## config.mk

```make
export PLATFORM = sky130hd
export DESIGN_NAME = radio_core_top
export DESIGN_NICKNAME = d
export VERILOG_FILES = /design/src/rtl/radio_core_pkg.sv /design/src/rtl/radio_core_ifs.sv /design/src/rtl/settings_decode.sv /design/src/rtl/fe_execute.sv /design/src/rtl/radio_result.sv /design/src/rtl/radio_core_top.sv
export VERILOG_INCLUDE_DIRS = /design/src /design/src/rtl
export SDC_FILE = /design/constraint.sdc
export NUM_CORES = 1
export LEC_CHECK = 0
export ABC_AREA = 0
export BUFFER_PORTS_ARGS = -buffer_cell sky130_fd_sc_hd__buf_2
export CELL_PAD_IN_SITES_DETAIL_PLACEMENT = 1
export CELL_PAD_IN_SITES_GLOBAL_PLACEMENT = 1
export CORE_ASPECT_RATIO = 1.5
export CORE_MARGIN = 4
export CORE_UTILIZATION = 38
export CTS_CLUSTER_SIZE = 14
export DETAILED_ROUTE_END_ITERATION = 16
export PLACE_DENSITY = 0.82
export SLEW_MARGIN = 20
export SYNTH_ARGS = -nofsm -noshare
export SYNTH_HDL_FRONTEND = slang
export SYNTH_SLANG_ARGS = --single-unit
```

## constraint.sdc

```tcl
create_clock -name radio_clk -period 3.5 [get_ports radio_clk]
set_input_delay 0.7 -clock radio_clk [delete_from_list [all_inputs] [get_ports radio_clk]]
set_output_delay 0.7 -clock radio_clk [all_outputs]
set_load 0.1 [all_outputs]
```

## src/rtl/radio_core_cfg.svh

```systemverilog
/*
 * radio core configuration
 * settings-bus register map, readback slots and channel count
 * for the single-daughterboard radio datapath
 */
`ifndef RADIO_CORE_CFG_SVH
`define RADIO_CORE_CFG_SVH

// two rx channels share the one radio sample
`define RC_NUM_RX_CHANNELS     2

// daughterboard registers
`define RC_SR_DB_BASE          8'd160
`define RC_DB_OFS_GPIO_OUT     8'd0
`define RC_DB_OFS_GPIO_DDR     8'd1
`define RC_DB_OFS_LEDS         8'd2
`define RC_DB_OFS_MISC_OUT     8'd3

// front-end correction settings
`define RC_SR_TX_FE_BASE       8'd208
`define RC_SR_RX_FE_BASE       8'd224
`define RC_SR_FE_CHAN_OFFSET   8'd16
`define RC_FE_SWAP_BIT         0
`define RC_FE_QNEG_BIT         1

// readback slots, one 64-bit word each
`define RC_RB_DB_BASE          8'd16
`define RC_RB_OFS_SLOT1        8'd1
`define RC_RB_OFS_SLOT2        8'd2

`endif

```

## src/rtl/radio_core_pkg.sv

```systemverilog
/*
 * radio core types
 * sample, settings-bus, readback and daughterboard word widths
 */
`default_nettype none

package radio_core_pkg;

   // --------------------
   // sample path
   // --------------------
   typedef logic signed [15:0] sample_t;   // one I or Q component
   typedef logic [31:0] iq_t;               // I in [31:16], Q in [15:0]

   // --------------------
   // settings bus
   // --------------------
   typedef logic [7:0]  sr_addr_t;
   typedef logic [31:0] sr_data_t;

   // --------------------
   // readback
   // --------------------
   typedef logic [7:0]  rb_addr_t;
   typedef logic [63:0] rb_data_t;

   // daughterboard side
   typedef logic [31:0] word_t;   // gpio or misc word
   typedef logic [2:0]  led_t;    // {RX, TXRX_TX, TXRX_RX}

endpackage

`default_nettype wire

```

## src/rtl/radio_core_ifs.sv

```systemverilog
/*
 * radio core internal interfaces
 * fe_ctrl_if carries the swap and negate controls to the correction stage,
 * db_regs_if carries the daughterboard registers to the result stage
 */
`timescale 1ns/1ps
`default_nettype none

`include "radio_core_cfg.svh"

// --------------------
// front-end controls
// --------------------
interface fe_ctrl_if ();

   logic [`RC_NUM_RX_CHANNELS-1:0] rx_iq_swap;   // one bit per rx channel
   logic [`RC_NUM_RX_CHANNELS-1:0] rx_q_neg;
   logic                           tx_iq_swap;
   logic                           tx_q_neg;

   modport decode  (output rx_iq_swap, output rx_q_neg, output tx_iq_swap, output tx_q_neg);
   modport execute (input  rx_iq_swap, input  rx_q_neg, input  tx_iq_swap, input  tx_q_neg);

endinterface

// --------------------
// daughterboard registers
// --------------------
interface db_regs_if import radio_core_pkg::*; ();

   word_t gpio_out;
   word_t gpio_ddr;
   led_t  leds;
   word_t misc_out;

   // written by the settings decoder
   modport decode (output gpio_out, output gpio_ddr, output leds, output misc_out);

   // read back and driven out by the result stage
   modport result (input gpio_out, input gpio_ddr, input leds, input misc_out);

endinterface

`default_nettype wire

```

## src/rtl/settings_decode.sv

```systemverilog
/*
 * settings decode
 * matches each settings-bus write against the register map and updates
 * the daughterboard registers and the per-channel front-end controls
 */
`timescale 1ns/1ps
`default_nettype none

`include "radio_core_cfg.svh"

module settings_decode import radio_core_pkg::*; (
   input  wire logic     radio_clk,
   input  wire logic     i_rst_n,
   input  wire logic     i_set_stb,
   input  wire sr_addr_t i_set_addr,
   input  wire sr_data_t i_set_data,
   fe_ctrl_if.decode     o_fe,
   db_regs_if.decode     o_db
);

   // daughterboard register addresses
   localparam sr_addr_t SR_GPIO_OUT = `RC_SR_DB_BASE + `RC_DB_OFS_GPIO_OUT;
   localparam sr_addr_t SR_GPIO_DDR = `RC_SR_DB_BASE + `RC_DB_OFS_GPIO_DDR;
   localparam sr_addr_t SR_LEDS     = `RC_SR_DB_BASE + `RC_DB_OFS_LEDS;
   localparam sr_addr_t SR_MISC_OUT = `RC_SR_DB_BASE + `RC_DB_OFS_MISC_OUT;
   localparam sr_addr_t SR_TX_FE    = `RC_SR_TX_FE_BASE;

   // --------------------
   // daughterboard regs
   // --------------------
   always_ff @(posedge radio_clk) begin
      if (!i_rst_n) begin
         o_db.gpio_out <= '0;
         o_db.gpio_ddr <= '0;
         o_db.leds     <= '0;
         o_db.misc_out <= '0;
      end else if (i_set_stb) begin
         case (i_set_addr)
            SR_GPIO_OUT: o_db.gpio_out <= i_set_data;
            SR_GPIO_DDR: o_db.gpio_ddr <= i_set_data;
            SR_LEDS:     o_db.leds     <= i_set_data[2:0];   // only three leds on the board
            SR_MISC_OUT: o_db.misc_out <= i_set_data;
            default: ;                                       // unmapped, dropped
         endcase
      end
   end

   // --------------------
   // front-end controls
   // --------------------
   always_ff @(posedge radio_clk) begin
      if (!i_rst_n) begin
         o_fe.tx_iq_swap <= 1'b0;
         o_fe.tx_q_neg   <= 1'b0;
      end else if (i_set_stb && (i_set_addr == SR_TX_FE)) begin
         o_fe.tx_iq_swap <= i_set_data[`RC_FE_SWAP_BIT];
         o_fe.tx_q_neg   <= i_set_data[`RC_FE_QNEG_BIT];
      end
   end

   // rx channel n sits at base + n * offset
   always_ff @(posedge radio_clk) begin
      if (!i_rst_n) begin
         o_fe.rx_iq_swap <= '0;
         o_fe.rx_q_neg   <= '0;
      end else if (i_set_stb) begin
         for (int ch = 0; ch < `RC_NUM_RX_CHANNELS; ch++) begin
            if (i_set_addr == (`RC_SR_RX_FE_BASE + sr_addr_t'(ch) * `RC_SR_FE_CHAN_OFFSET)) begin
               o_fe.rx_iq_swap[ch] <= i_set_data[`RC_FE_SWAP_BIT];
               o_fe.rx_q_neg[ch]   <= i_set_data[`RC_FE_QNEG_BIT];
            end
         end
      end
   end

endmodule

`default_nettype wire

```

## src/rtl/fe_execute.sv

```systemverilog
/*
 * front-end correction
 * per channel: optional I/Q swap, then optional Q negation with
 * saturation, one register stage for rx, tx and the rx strobe
 */
`timescale 1ns/1ps
`default_nettype none

`include "radio_core_cfg.svh"

module fe_execute import radio_core_pkg::*; (
   input  wire logic  radio_clk,
   input  wire logic  i_rst_n,
   fe_ctrl_if.execute i_fe,
   input  wire iq_t   i_rx_data,
   input  wire logic  i_rx_stb,
   input  wire iq_t   i_tx_data,
   output iq_t        o_rx_corr [`RC_NUM_RX_CHANNELS],
   output logic       o_rx_corr_stb,
   output iq_t        o_tx_corr
);

   localparam sample_t SAMPLE_MIN = 16'sh8000;
   localparam sample_t SAMPLE_MAX = 16'sh7fff;

   // --------------------
   // correction function
   // --------------------
   // swap first, negate the resulting Q second
   function automatic iq_t fe_correct(
      input iq_t  din,
      input logic swap,
      input logic qneg
   );
      sample_t i_s;
      sample_t q_s;

      i_s = swap ? din[15:0]  : din[31:16];
      q_s = swap ? din[31:16] : din[15:0];
      if (qneg) begin
         // -(-32768) does not fit, clamp to full scale
         q_s = (q_s == SAMPLE_MIN) ? SAMPLE_MAX : -q_s;
      end
      return {i_s, q_s};
   endfunction

   // --------------------
   // rx channels
   // --------------------
   // every channel sees the same radio sample
   always_ff @(posedge radio_clk) begin
      if (!i_rst_n) begin
         for (int ch = 0; ch < `RC_NUM_RX_CHANNELS; ch++) begin
            o_rx_corr[ch] <= '0;
         end
         o_rx_corr_stb <= 1'b0;
      end else begin
         for (int ch = 0; ch < `RC_NUM_RX_CHANNELS; ch++) begin
            o_rx_corr[ch] <= fe_correct(i_rx_data, i_fe.rx_iq_swap[ch], i_fe.rx_q_neg[ch]);
         end
         o_rx_corr_stb <= i_rx_stb;   // follows the data stage
      end
   end

   // --------------------
   // tx channel
   // --------------------
   always_ff @(posedge radio_clk) begin
      if (!i_rst_n) begin
         o_tx_corr <= '0;
      end else begin
         o_tx_corr <= fe_correct(i_tx_data, i_fe.tx_iq_swap, i_fe.tx_q_neg);
      end
   end

endmodule

`default_nettype wire

```

## src/rtl/radio_result.sv

```systemverilog
/*
 * result stage
 * baseband override and output registers for the rx/tx samples,
 * misc input capture and the registered 64-bit readback mux
 */
`timescale 1ns/1ps
`default_nettype none

`include "radio_core_cfg.svh"

module radio_result import radio_core_pkg::*; (
   input  wire logic     radio_clk,
   input  wire logic     i_rst_n,
   db_regs_if.result     i_db,
   input  wire iq_t      i_rx_corr [`RC_NUM_RX_CHANNELS],
   input  wire logic     i_rx_corr_stb,
   input  wire iq_t      i_tx_corr,
   input  wire logic     i_bb_valid,
   input  wire iq_t      i_bb_data,
   input  wire word_t    i_misc_in,
   input  wire word_t    i_db_gpio_in,
   input  wire rb_addr_t i_rb_addr,
   output iq_t           o_rx_data0,
   output iq_t           o_rx_data1,
   output logic          o_rx_stb,
   output iq_t           o_tx_data,
   output rb_data_t      o_rb_data
);

   localparam rb_addr_t RB_SLOT0 = `RC_RB_DB_BASE;
   localparam rb_addr_t RB_SLOT1 = `RC_RB_DB_BASE + `RC_RB_OFS_SLOT1;
   localparam rb_addr_t RB_SLOT2 = `RC_RB_DB_BASE + `RC_RB_OFS_SLOT2;

   iq_t   rx_q [`RC_NUM_RX_CHANNELS];
   word_t misc_in_q;   // misc input, one cycle old

   // --------------------
   // sample outputs
   // --------------------
   always_ff @(posedge radio_clk) begin
      if (!i_rst_n) begin
         for (int ch = 0; ch < `RC_NUM_RX_CHANNELS; ch++) begin
            rx_q[ch] <= '0;
         end
         o_rx_stb  <= 1'b0;
         o_tx_data <= '0;
      end else begin
         for (int ch = 0; ch < `RC_NUM_RX_CHANNELS; ch++) begin
            rx_q[ch] <= i_bb_valid ? i_bb_data : i_rx_corr[ch];   // baseband wins
         end
         o_rx_stb  <= i_rx_corr_stb;   // strobe not touched by override
         o_tx_data <= i_tx_corr;
      end
   end

   assign o_rx_data0 = rx_q[0];
   assign o_rx_data1 = rx_q[1];

   // --------------------
   // misc capture, readback
   // --------------------
   always_ff @(posedge radio_clk) begin
      if (!i_rst_n) begin
         misc_in_q <= '0;
         o_rb_data <= '0;
      end else begin
         misc_in_q <= i_misc_in;
         case (i_rb_addr)
            RB_SLOT0: o_rb_data <= {misc_in_q, i_db_gpio_in};
            RB_SLOT1: o_rb_data <= {i_db.gpio_ddr, i_db.gpio_out};
            RB_SLOT2: o_rb_data <= {word_t'(i_db.leds), i_db.misc_out};
            default:  o_rb_data <= '0;
         endcase
      end
   end

endmodule

`default_nettype wire

```

## src/rtl/radio_core_top.sv

```systemverilog
/*
 * radio core top level
 * single daughterboard, two rx channels and one tx channel:
 * settings decode, front-end correction and result stage
 */
`timescale 1ns/1ps
`default_nettype none

`include "radio_core_cfg.svh"

module radio_core_top import radio_core_pkg::*; (
   input  wire logic     radio_clk,
   input  wire logic     i_rst_n,
   // settings bus
   input  wire logic     i_set_stb,
   input  wire sr_addr_t i_set_addr,
   input  wire sr_data_t i_set_data,
   // radio samples
   input  wire iq_t      i_rx_data,
   input  wire logic     i_rx_stb,
   input  wire iq_t      i_tx_data,
   // baseband override
   input  wire logic     i_bb_valid,
   input  wire iq_t      i_bb_data,
   // daughterboard inputs, readback
   input  wire word_t    i_misc_in,
   input  wire word_t    i_db_gpio_in,
   input  wire rb_addr_t i_rb_addr,
   output iq_t           o_rx_data0,
   output iq_t           o_rx_data1,
   output logic          o_rx_stb,
   output iq_t           o_tx_data,
   output word_t         o_db_gpio_out,
   output word_t         o_db_gpio_ddr,
   output led_t          o_radio_led,
   output word_t         o_misc_out,
   output rb_data_t      o_rb_data
);

   fe_ctrl_if fe_bus ();
   db_regs_if db_bus ();

   iq_t  rx_corr [`RC_NUM_RX_CHANNELS];
   logic rx_corr_stb;
   iq_t  tx_corr;

   // --------------------
   // decode
   // --------------------
   settings_decode u_decode (
      .radio_clk (radio_clk), .i_rst_n (i_rst_n),
      .i_set_stb (i_set_stb), .i_set_addr (i_set_addr), .i_set_data (i_set_data),
      .o_fe      (fe_bus.decode),
      .o_db      (db_bus.decode)
   );

   // --------------------
   // execute
   // --------------------
   fe_execute u_execute (
      .radio_clk (radio_clk), .i_rst_n (i_rst_n),
      .i_fe      (fe_bus.execute),
      .i_rx_data (i_rx_data), .i_rx_stb (i_rx_stb), .i_tx_data (i_tx_data),
      .o_rx_corr (rx_corr), .o_rx_corr_stb (rx_corr_stb), .o_tx_corr (tx_corr)
   );

   // --------------------
   // result
   // --------------------
   radio_result u_result (
      .radio_clk     (radio_clk), .i_rst_n (i_rst_n),
      .i_db          (db_bus.result),
      .i_rx_corr     (rx_corr), .i_rx_corr_stb (rx_corr_stb), .i_tx_corr (tx_corr),
      .i_bb_valid    (i_bb_valid), .i_bb_data (i_bb_data),
      .i_misc_in     (i_misc_in), .i_db_gpio_in (i_db_gpio_in), .i_rb_addr (i_rb_addr),
      .o_rx_data0    (o_rx_data0), .o_rx_data1 (o_rx_data1), .o_rx_stb (o_rx_stb),
      .o_tx_data     (o_tx_data), .o_rb_data (o_rb_data)
   );

   // daughterboard pins straight from the register file
   assign o_db_gpio_out = db_bus.gpio_out;
   assign o_db_gpio_ddr = db_bus.gpio_ddr;
   assign o_radio_led   = db_bus.leds;
   assign o_misc_out    = db_bus.misc_out;

endmodule

`default_nettype wire

```

After elaboration in Yosys (flattened, before gate mapping)
Memory sizes are Yosys's and may differ from the RTL's.
Index checks and enable logic that the tools add are counted.
Word-level totals
  flip-flop bits (word level): 331
  logic and storage cells: 63
  input port bits: 213
  bits in writable memories: 64
  memories: 1
Memory list
  u_result.rx_q: words 2, width 32, read ports 2, clocked after memory_dff 0, write ports 2, line radio_result.sv:34  | iq_t rx_q [`RC_NUM_RX_CHANNELS];
Cells by class
  add/subtract/negate cells: 3
  reductions and logical operators: 7
  bitwise gates (word level): 2
  mux-type cells: 19
  equality and inequality tests: 13
Operator list (count)
  2-to-1 mux 16 bit: 12
  one-hot mux 64 bit (3 select lines): 1
  2-to-1 mux 32 bit: 4
  == test 8 bit (second input constant): 7
  == test 16 bit (second input constant): 3
  negator 16 bit: 3
  == test 8 x 5 -> 1 bit (second input constant): 3
  AND reduction 2 bit: 6
  2-to-1 mux 1 bit: 2
  OR 1 bit: 2
  logical AND 1 bit: 1

Logic depth before layout (Yosys ltp)
  depth after elaboration: 4
  mapped depth: 11
  mapped depth without buffers: 6

By module
Synthesis repeated with hierarchy kept, for this count alone.
Second synthesis, totals
  cell total of the unflattened synthesis: 1625
  area, all modules: 15846.4 um2
By module, submodules not included
  radio_result: instances 1, cells each 665, seq. area each 3863.7 um2, area each 6821.5 um2
  fe_execute: instances 1, cells each 573, seq. area each 1941.9 um2, area each 5123.7 um2
  settings_decode: instances 1, cells each 387, seq. area each 2102.0 um2, area each 3901.2 um2

Worst setup path before layout
OpenSTA, ideal clock, no wires.
  path kind: reg2reg
  from: reg u_decode.o_fe.rx_iq_swap[1]
  to: reg u_execute.o_rx_corr[6] (netlist name)
  required time: 3.405 ns
  data arrival time: 3.050 ns
  path buffers: 4
  slack: 0.355 ns
  cell stages (with the launch flop): 11
  setup time: 0.095 ns
  cell sequence: dfxtp_1 > buf_2 > buf_1 > buf_1 > buf_2 > mux2i_1 > ha_1 > o211ai_1 > nor4_2 > o21ai_0 > a221oi_1
On the way
  longest elaborated chain between the ends: 4
Ends and longest elaborated chain
  from (decl): line radio_core_ifs.sv:21  | modport decode (output rx_iq_swap, output rx_q_neg, output tx_iq_swap, output tx_q_neg);
  from (signal, indexed assignment): line settings_decode.sv:69  | o_fe.rx_iq_swap[ch] <= i_set_data[`RC_FE_SWAP_BIT];
  2-to-1 mux 16 bit (*): line fe_execute.sv:39  | q_s = swap ? din[31:16] : din[15:0];
  negator 16 bit / == test 16 bit (equally long branches): line fe_execute.sv:42  | q_s = (q_s == SAMPLE_MIN) ? SAMPLE_MAX : -q_s;
  2-to-1 mux 16 bit: line fe_execute.sv:42
  2-to-1 mux 16 bit (*): line fe_execute.sv:40  | if (qneg) begin
  to (signal, indexed assignment): line fe_execute.sv:59  | o_rx_corr[ch] <= fe_correct(i_rx_data, i_fe.rx_iq_swap[ch], i_fe.rx_q_neg[ch]);
  to (decl): line fe_execute.sv:18  | output iq_t o_rx_corr [`RC_NUM_RX_CHANNELS],
Every way passes the cells marked *; elsewhere a longest branch is shown, timed or not.
A chain may end at the register's enable or synchronous reset.

Final worst setup path
Ends and elaborated chain as after synthesis.

==> impl_results.html <==
<table>
<tr><th>Metric</th><th>Value</th></tr>
<tr><th colspan="2">Floorplanning</th></tr>
<tr><td>Die extent in y</td><td>253.5 um</td></tr>
<tr><td>Placeable core region</td><td>39530 sq um</td></tr>
<tr><td>I/O Pins</td><td>473</td></tr>
<tr><td>X dimension of the die</td><td>approximately 170 um</td></tr>
<tr><td>Number of rows in the core area</td><td>89</td></tr>
<tr><td>Initial core utilization</td><td>0.3863</td></tr>
<tr><td>Total die area</td><td>43520 sq um</td></tr>
<tr><th colspan="2">Synthesis</th></tr>
<tr><td>Number of distinct library cells after synthesis</td><td>67</td></tr>
<tr><td>Mean Syn Cell Area</td><td>9.278 sq um</td></tr>
<tr><td>Most instantiated library cell after synthesis</td><td>sky130_fd_sc_hd__dfxtp_1</td></tr>
<tr><td>Sequential share of the synthesized area</td><td>0.5178</td></tr>
<tr><td>Ys async rst share</td><td>0</td></tr>
<tr><td>YS warnings</td><td>0</td></tr>
<tr><td>Synthesized net count</td><td>1862</td></tr>
<tr><td>Post-Synthesis Cell Area</td><td>15270 sq um</td></tr>
<tr><td>Top cells by count, synth</td><td>395 x sky130_fd_sc_hd__dfxtp_1, 211 x sky130_fd_sc_hd__nor2_1, 198 x sky130_fd_sc_hd__a21oi_1</td></tr>
<tr><td>Most area-hungry cell type in the Yosys netlist</td><td>sky130_fd_sc_hd__dfxtp_1</td></tr>
<tr><td>Fraction of synthesized cell area taken by the top area cell type</td><td>0.5178</td></tr>
<tr><td>Leading post-synthesis cells by cell area</td><td>sky130_fd_sc_hd__dfxtp_1 52%, sky130_fd_sc_hd__mux2i_1 12%, sky130_fd_sc_hd__a21oi_1 6.5%</td></tr>
<tr><td>Synthesized instance count</td><td>1646</td></tr>
<tr><td>Post-synth EDFFs</td><td>0</td></tr>
<tr><td>Top FF cell, synth</td><td>sky130_fd_sc_hd__dfxtp_1</td></tr>
<tr><td>Yosys reg bits</td><td>395</td></tr>
<tr><th colspan="2">Min path</th></tr>
<tr><td>Classification of the worst-slack hold path</td><td>in2reg</td></tr>
<tr><td>Count of cells along the worst hold path</td><td>2</td></tr>
<tr><th colspan="2">Run status</th></tr>
<tr><td>Result of the run</td><td>complete, no violations</td></tr>
<tr><th colspan="2">Flow run</th></tr>
<tr><td>Number of max-cap violations</td><td>0</td></tr>
<tr><th colspan="2">Drt</th></tr>
<tr><td>Remaining antenna violation count after routing</td><td>0</td></tr>
<tr><td>Vias/cell</td><td>5.253</td></tr>
<tr><td>WL per Instance</td><td>21.65 um</td></tr>
<tr><td>Overall via count from detail_route</td><td>13680</td></tr>
<tr><td>Detailed Routing Iterations Pass 1</td><td>6</td></tr>
<tr><td>Initial DRC count</td><td>681</td></tr>
<tr><td>Drt drc</td><td>0</td></tr>
<tr><td>Detailed Route WL</td><td>56.39 mm</td></tr>
<tr><th colspan="2">Worst setup path</th></tr>
<tr><td>Arrival time of data at the critical path endpoint</td><td>between 3 and 4 ns</td></tr>
<tr><td>R2R Path Start</td><td>u_decode.o_fe.rx_iq_swap[1]</td></tr>
<tr><td>R2R Path End</td><td>u_execute.o_rx_corr[6]</td></tr>
<tr><td>Critical path startpoint</td><td>u_decode.o_fe.rx_iq_swap[1]</td></tr>
<tr><td>Critical path data required time</td><td>3.92 ns</td></tr>
<tr><td>Top fanout value on the critical path</td><td>28</td></tr>
<tr><td>Endpoint of the most critical setup path</td><td>u_execute.o_rx_corr[6]</td></tr>
<tr><td>CP Class</td><td>reg2reg</td></tr>
<tr><td>Worst-case register-to-register setup slack</td><td>0.49 ns</td></tr>
<tr><td>Critical Path Sink Type</td><td>register</td></tr>
<tr><td>Startpoint kind of the worst setup timing path</td><td>register</td></tr>
<tr><td>Depth of the worst register-to-register path</td><td>6</td></tr>
<tr><th colspan="2">Layout</th></tr>
<tr><td>Ratio of cells with drive above 1 in the final layout</td><td>0.2872</td></tr>
<tr><td>Post-layout util</td><td>0.4921</td></tr>
<tr><td>Area growth, synth to finish</td><td>27.40%</td></tr>
<tr><td>Final standard cell count with taps included and fillers excluded</td><td>2605</td></tr>
<tr><td>Number of nets in the layout</td><td>between 2000 and 2500</td></tr>
<tr><td>Filler Cell Count</td><td>4671</td></tr>
<tr><th colspan="2">Power and ir drop</th></tr>
<tr><td>Power density over cell area</td><td>524.5 nW/um^2</td></tr>
<tr><td>Total power</td><td>10200 uW</td></tr>
<tr><td>Static leakage power</td><td>0.008585 uW</td></tr>
<tr><td>Worst-case vdd ir drop</td><td>0.0003528 V</td></tr>
<tr><th colspan="2">Clocking</th></tr>
<tr><td>Register clock-pin slew on the reported worst setup and hold paths</td><td>0.06 ns</td></tr>
<tr><td>Clock root buffer</td><td>sky130_fd_sc_hd__clkbuf_16</td></tr>
<tr><td>Post-CTS Setup Inserts</td><td>0</td></tr>
<tr><td>Number of levels in the clock H-tree</td><td>2</td></tr>
<tr><td>Clk buf depth</td><td>3</td></tr>
<tr><td>Num CTS Buffers</td><td>39</td></tr>
<tr><td>Number of gates given a new drive strength after cts</td><td>0</td></tr>
<tr><td>Clock tree from TritonCTS</td><td>done</td></tr>
<tr><td>Hold buffer count at cts</td><td>0</td></tr>
<tr><td>Later-pin clock latency in the skew report</td><td>around 0.53 ns</td></tr>
<tr><td>Number of clock sinks</td><td>395</td></tr>
<tr><th colspan="2">STA</th></tr>
<tr><td>Total count of max-transition violations in the final report</td><td>0</td></tr>
<tr><td>Crit path time final</td><td>~3 ns</td></tr>
<tr><td>Clk_skew</td><td>0.008549 ns</td></tr>
<tr><td>Worst hold slack</td><td>roughly 0.39 ns</td></tr>
<tr><td>RSZ-0062 raised after global routing</td><td>false</td></tr>
<tr><td>Relative slew slack</td><td>0.3936</td></tr>
<tr><td>Transition time of the tightest slew-check pin</td><td>0.9077 ns</td></tr>
<tr><td>Total setup violations reported at the end of the flow</td><td>0</td></tr>
<tr><td>Number of hold violations in the final report</td><td>0</td></tr>
<tr><td>Accumulated negative setup slack</td><td>0 ns</td></tr>
<tr><td>Timing-limited maximum frequency</td><td>332.3 MHz</td></tr>
<tr><td>Part of the cycle the worst path needs</td><td>0.8598</td></tr>
<tr><th colspan="2">Global route</th></tr>
<tr><td>Antenna violations before repair</td><td>8</td></tr>
<tr><td>Number of global-route vias before repair</td><td>14190</td></tr>
<tr><td>Pin count of the biggest net entering global routing</td><td>127</td></tr>
<tr><td>Global-route wire length before repair</td><td>83.04 mm</td></tr>
<tr><td>GRT Overall Usage</td><td>0.2449</td></tr>
<tr><td>Overflow left after global routing</td><td>0</td></tr>
<tr><th colspan="2">Placement</th></tr>
<tr><td>Placed wire-length estimate after detailed placement</td><td>between 40 and 50 mm</td></tr>
<tr><td>Number of cells after detailed placement</td><td>2529</td></tr>
<tr><td>Routability congestion estimate from global placement</td><td>0.9200</td></tr>
<tr><td>Number of port buffers</td><td>472</td></tr>
</table>
[cell families after synthesis]
group	count (synthesis)	share of synthesized area
xor gates and xnor gates	16	0.009177
adders and majority gates	3	0.002458
AOI/OAI and AO/OA	292	0.1102
muxes	205	0.1359
buffers and inverters	125	0.03220
DFF	395	0.5178
and+or+nand+nor	610	0.1922
[worst max-delay path: stages, from the launching register on]
cell	delay, ns
sky130_fd_sc_hd__dfxtp_2	0.83
sky130_fd_sc_hd__mux2i_1	0.38
sky130_fd_sc_hd__ha_1	0.26
sky130_fd_sc_hd__o211ai_1	0.25
sky130_fd_sc_hd__nor4_2	0.71
sky130_fd_sc_hd__o21ai_0	0.19
sky130_fd_sc_hd__a221oi_1	0.27
[layout by cell type (no fill, tap or decap), types with 15 or more instances in the layout]
cell type,count
sky130_fd_sc_hd__nand2b_1,67
sky130_fd_sc_hd__mux2i_1,186
sky130_fd_sc_hd__clkbuf_16,41
sky130_fd_sc_hd__buf_2,471
sky130_fd_sc_hd__o21ai_0,23
sky130_fd_sc_hd__nand3_1,34
sky130_fd_sc_hd__dfxtp_1,392
sky130_fd_sc_hd__and2_1,68
sky130_fd_sc_hd__nor2_1,210
sky130_fd_sc_hd__a21oi_1,198
sky130_fd_sc_hd__nand2_1,148
sky130_fd_sc_hd__xnor2_1,15
sky130_fd_sc_hd__mux2_2,19
sky130_fd_sc_hd__buf_4,23
sky130_fd_sc_hd__nor3_1,19
[power breakdown]
group	switching (uW)	internal (uW)	total, uW
Clock	1760	2610	4370
Sequential	41.6	4630	4670
Combinational	862	296	1160
[cell type report]
cell class | count | area [sq um] | share of cell area
antenna | 9 | 22.52 | 0.001158
clock buffer | 59 | 1214 | 0.06238
clock inverter | 8 | 121.4 | 0.006238
inverter | 10 | 45.04 | 0.002315
multi-input combinational | 1126 | 6905 | 0.3549
sequential | 395 | 7911 | 0.4067
tap | 500 | 625.6 | 0.03216
timing repair buffer | 498 | 2610 | 0.1342
[flip-flops by register name, indices dropped and copies added (netlist names)]
register and flops:
u_decode.o_db.misc_out 32, u_decode.o_fe.tx_q_neg 1, u_result.o_rb_data 64, u_decode.o_fe.tx_iq_swap 1, u_decode.o_db.gpio_out 32, u_result.o_rx_stb 1
u_execute.o_rx_corr 64, u_decode.o_db.leds 3, u_result.rx_q 64, u_decode.o_fe.rx_iq_swap 2, u_result.o_tx_data 32, u_result.misc_in_q 32
u_decode.o_fe.rx_q_neg 2, u_decode.o_db.gpio_ddr 32, u_execute.o_tx_corr 32, u_execute.o_rx_corr_stb 1
[metal layers]
metal,up-vias,global-route usage,part of all wire
li1,6465,-,-
met1,6637,0.2759,0.38
met2,456,0.4406,0.51
met3,126,0.04248,0.054
met4,0,0.1216,0.052
met5,-,0,0
[stage by stage]
step | setup WS, ns | instance area, sq um
after floorplan | 0.3549 | 15270
after global placement | 0.6471 | 18100
after detailed placement | 0.5100 | 18100
after CTS | 0.5144 | 19430
after global routing | 0.2336 | 19450
final | 0.4908 | 19450
[how the worst min path moves through the flow]
stage	start	end	slack, ns
floorplan	u_execute.o_rx_corr_stb	u_result.o_rx_stb	0.41
global placement	u_execute.o_tx_corr[18]	u_result.o_tx_data[18]	0.41
detailed placement	u_execute.o_tx_corr[5]	u_result.o_tx_data[5]	0.42
CTS	i_misc_in[3]	u_result.misc_in_q[3]	0.35
global route	i_misc_in[30]	u_result.misc_in_q[30]	0.36
finish	i_misc_in[18]	u_result.misc_in_q[18]	0.39
No activity file was read; power rests on OpenSTA's default activity.
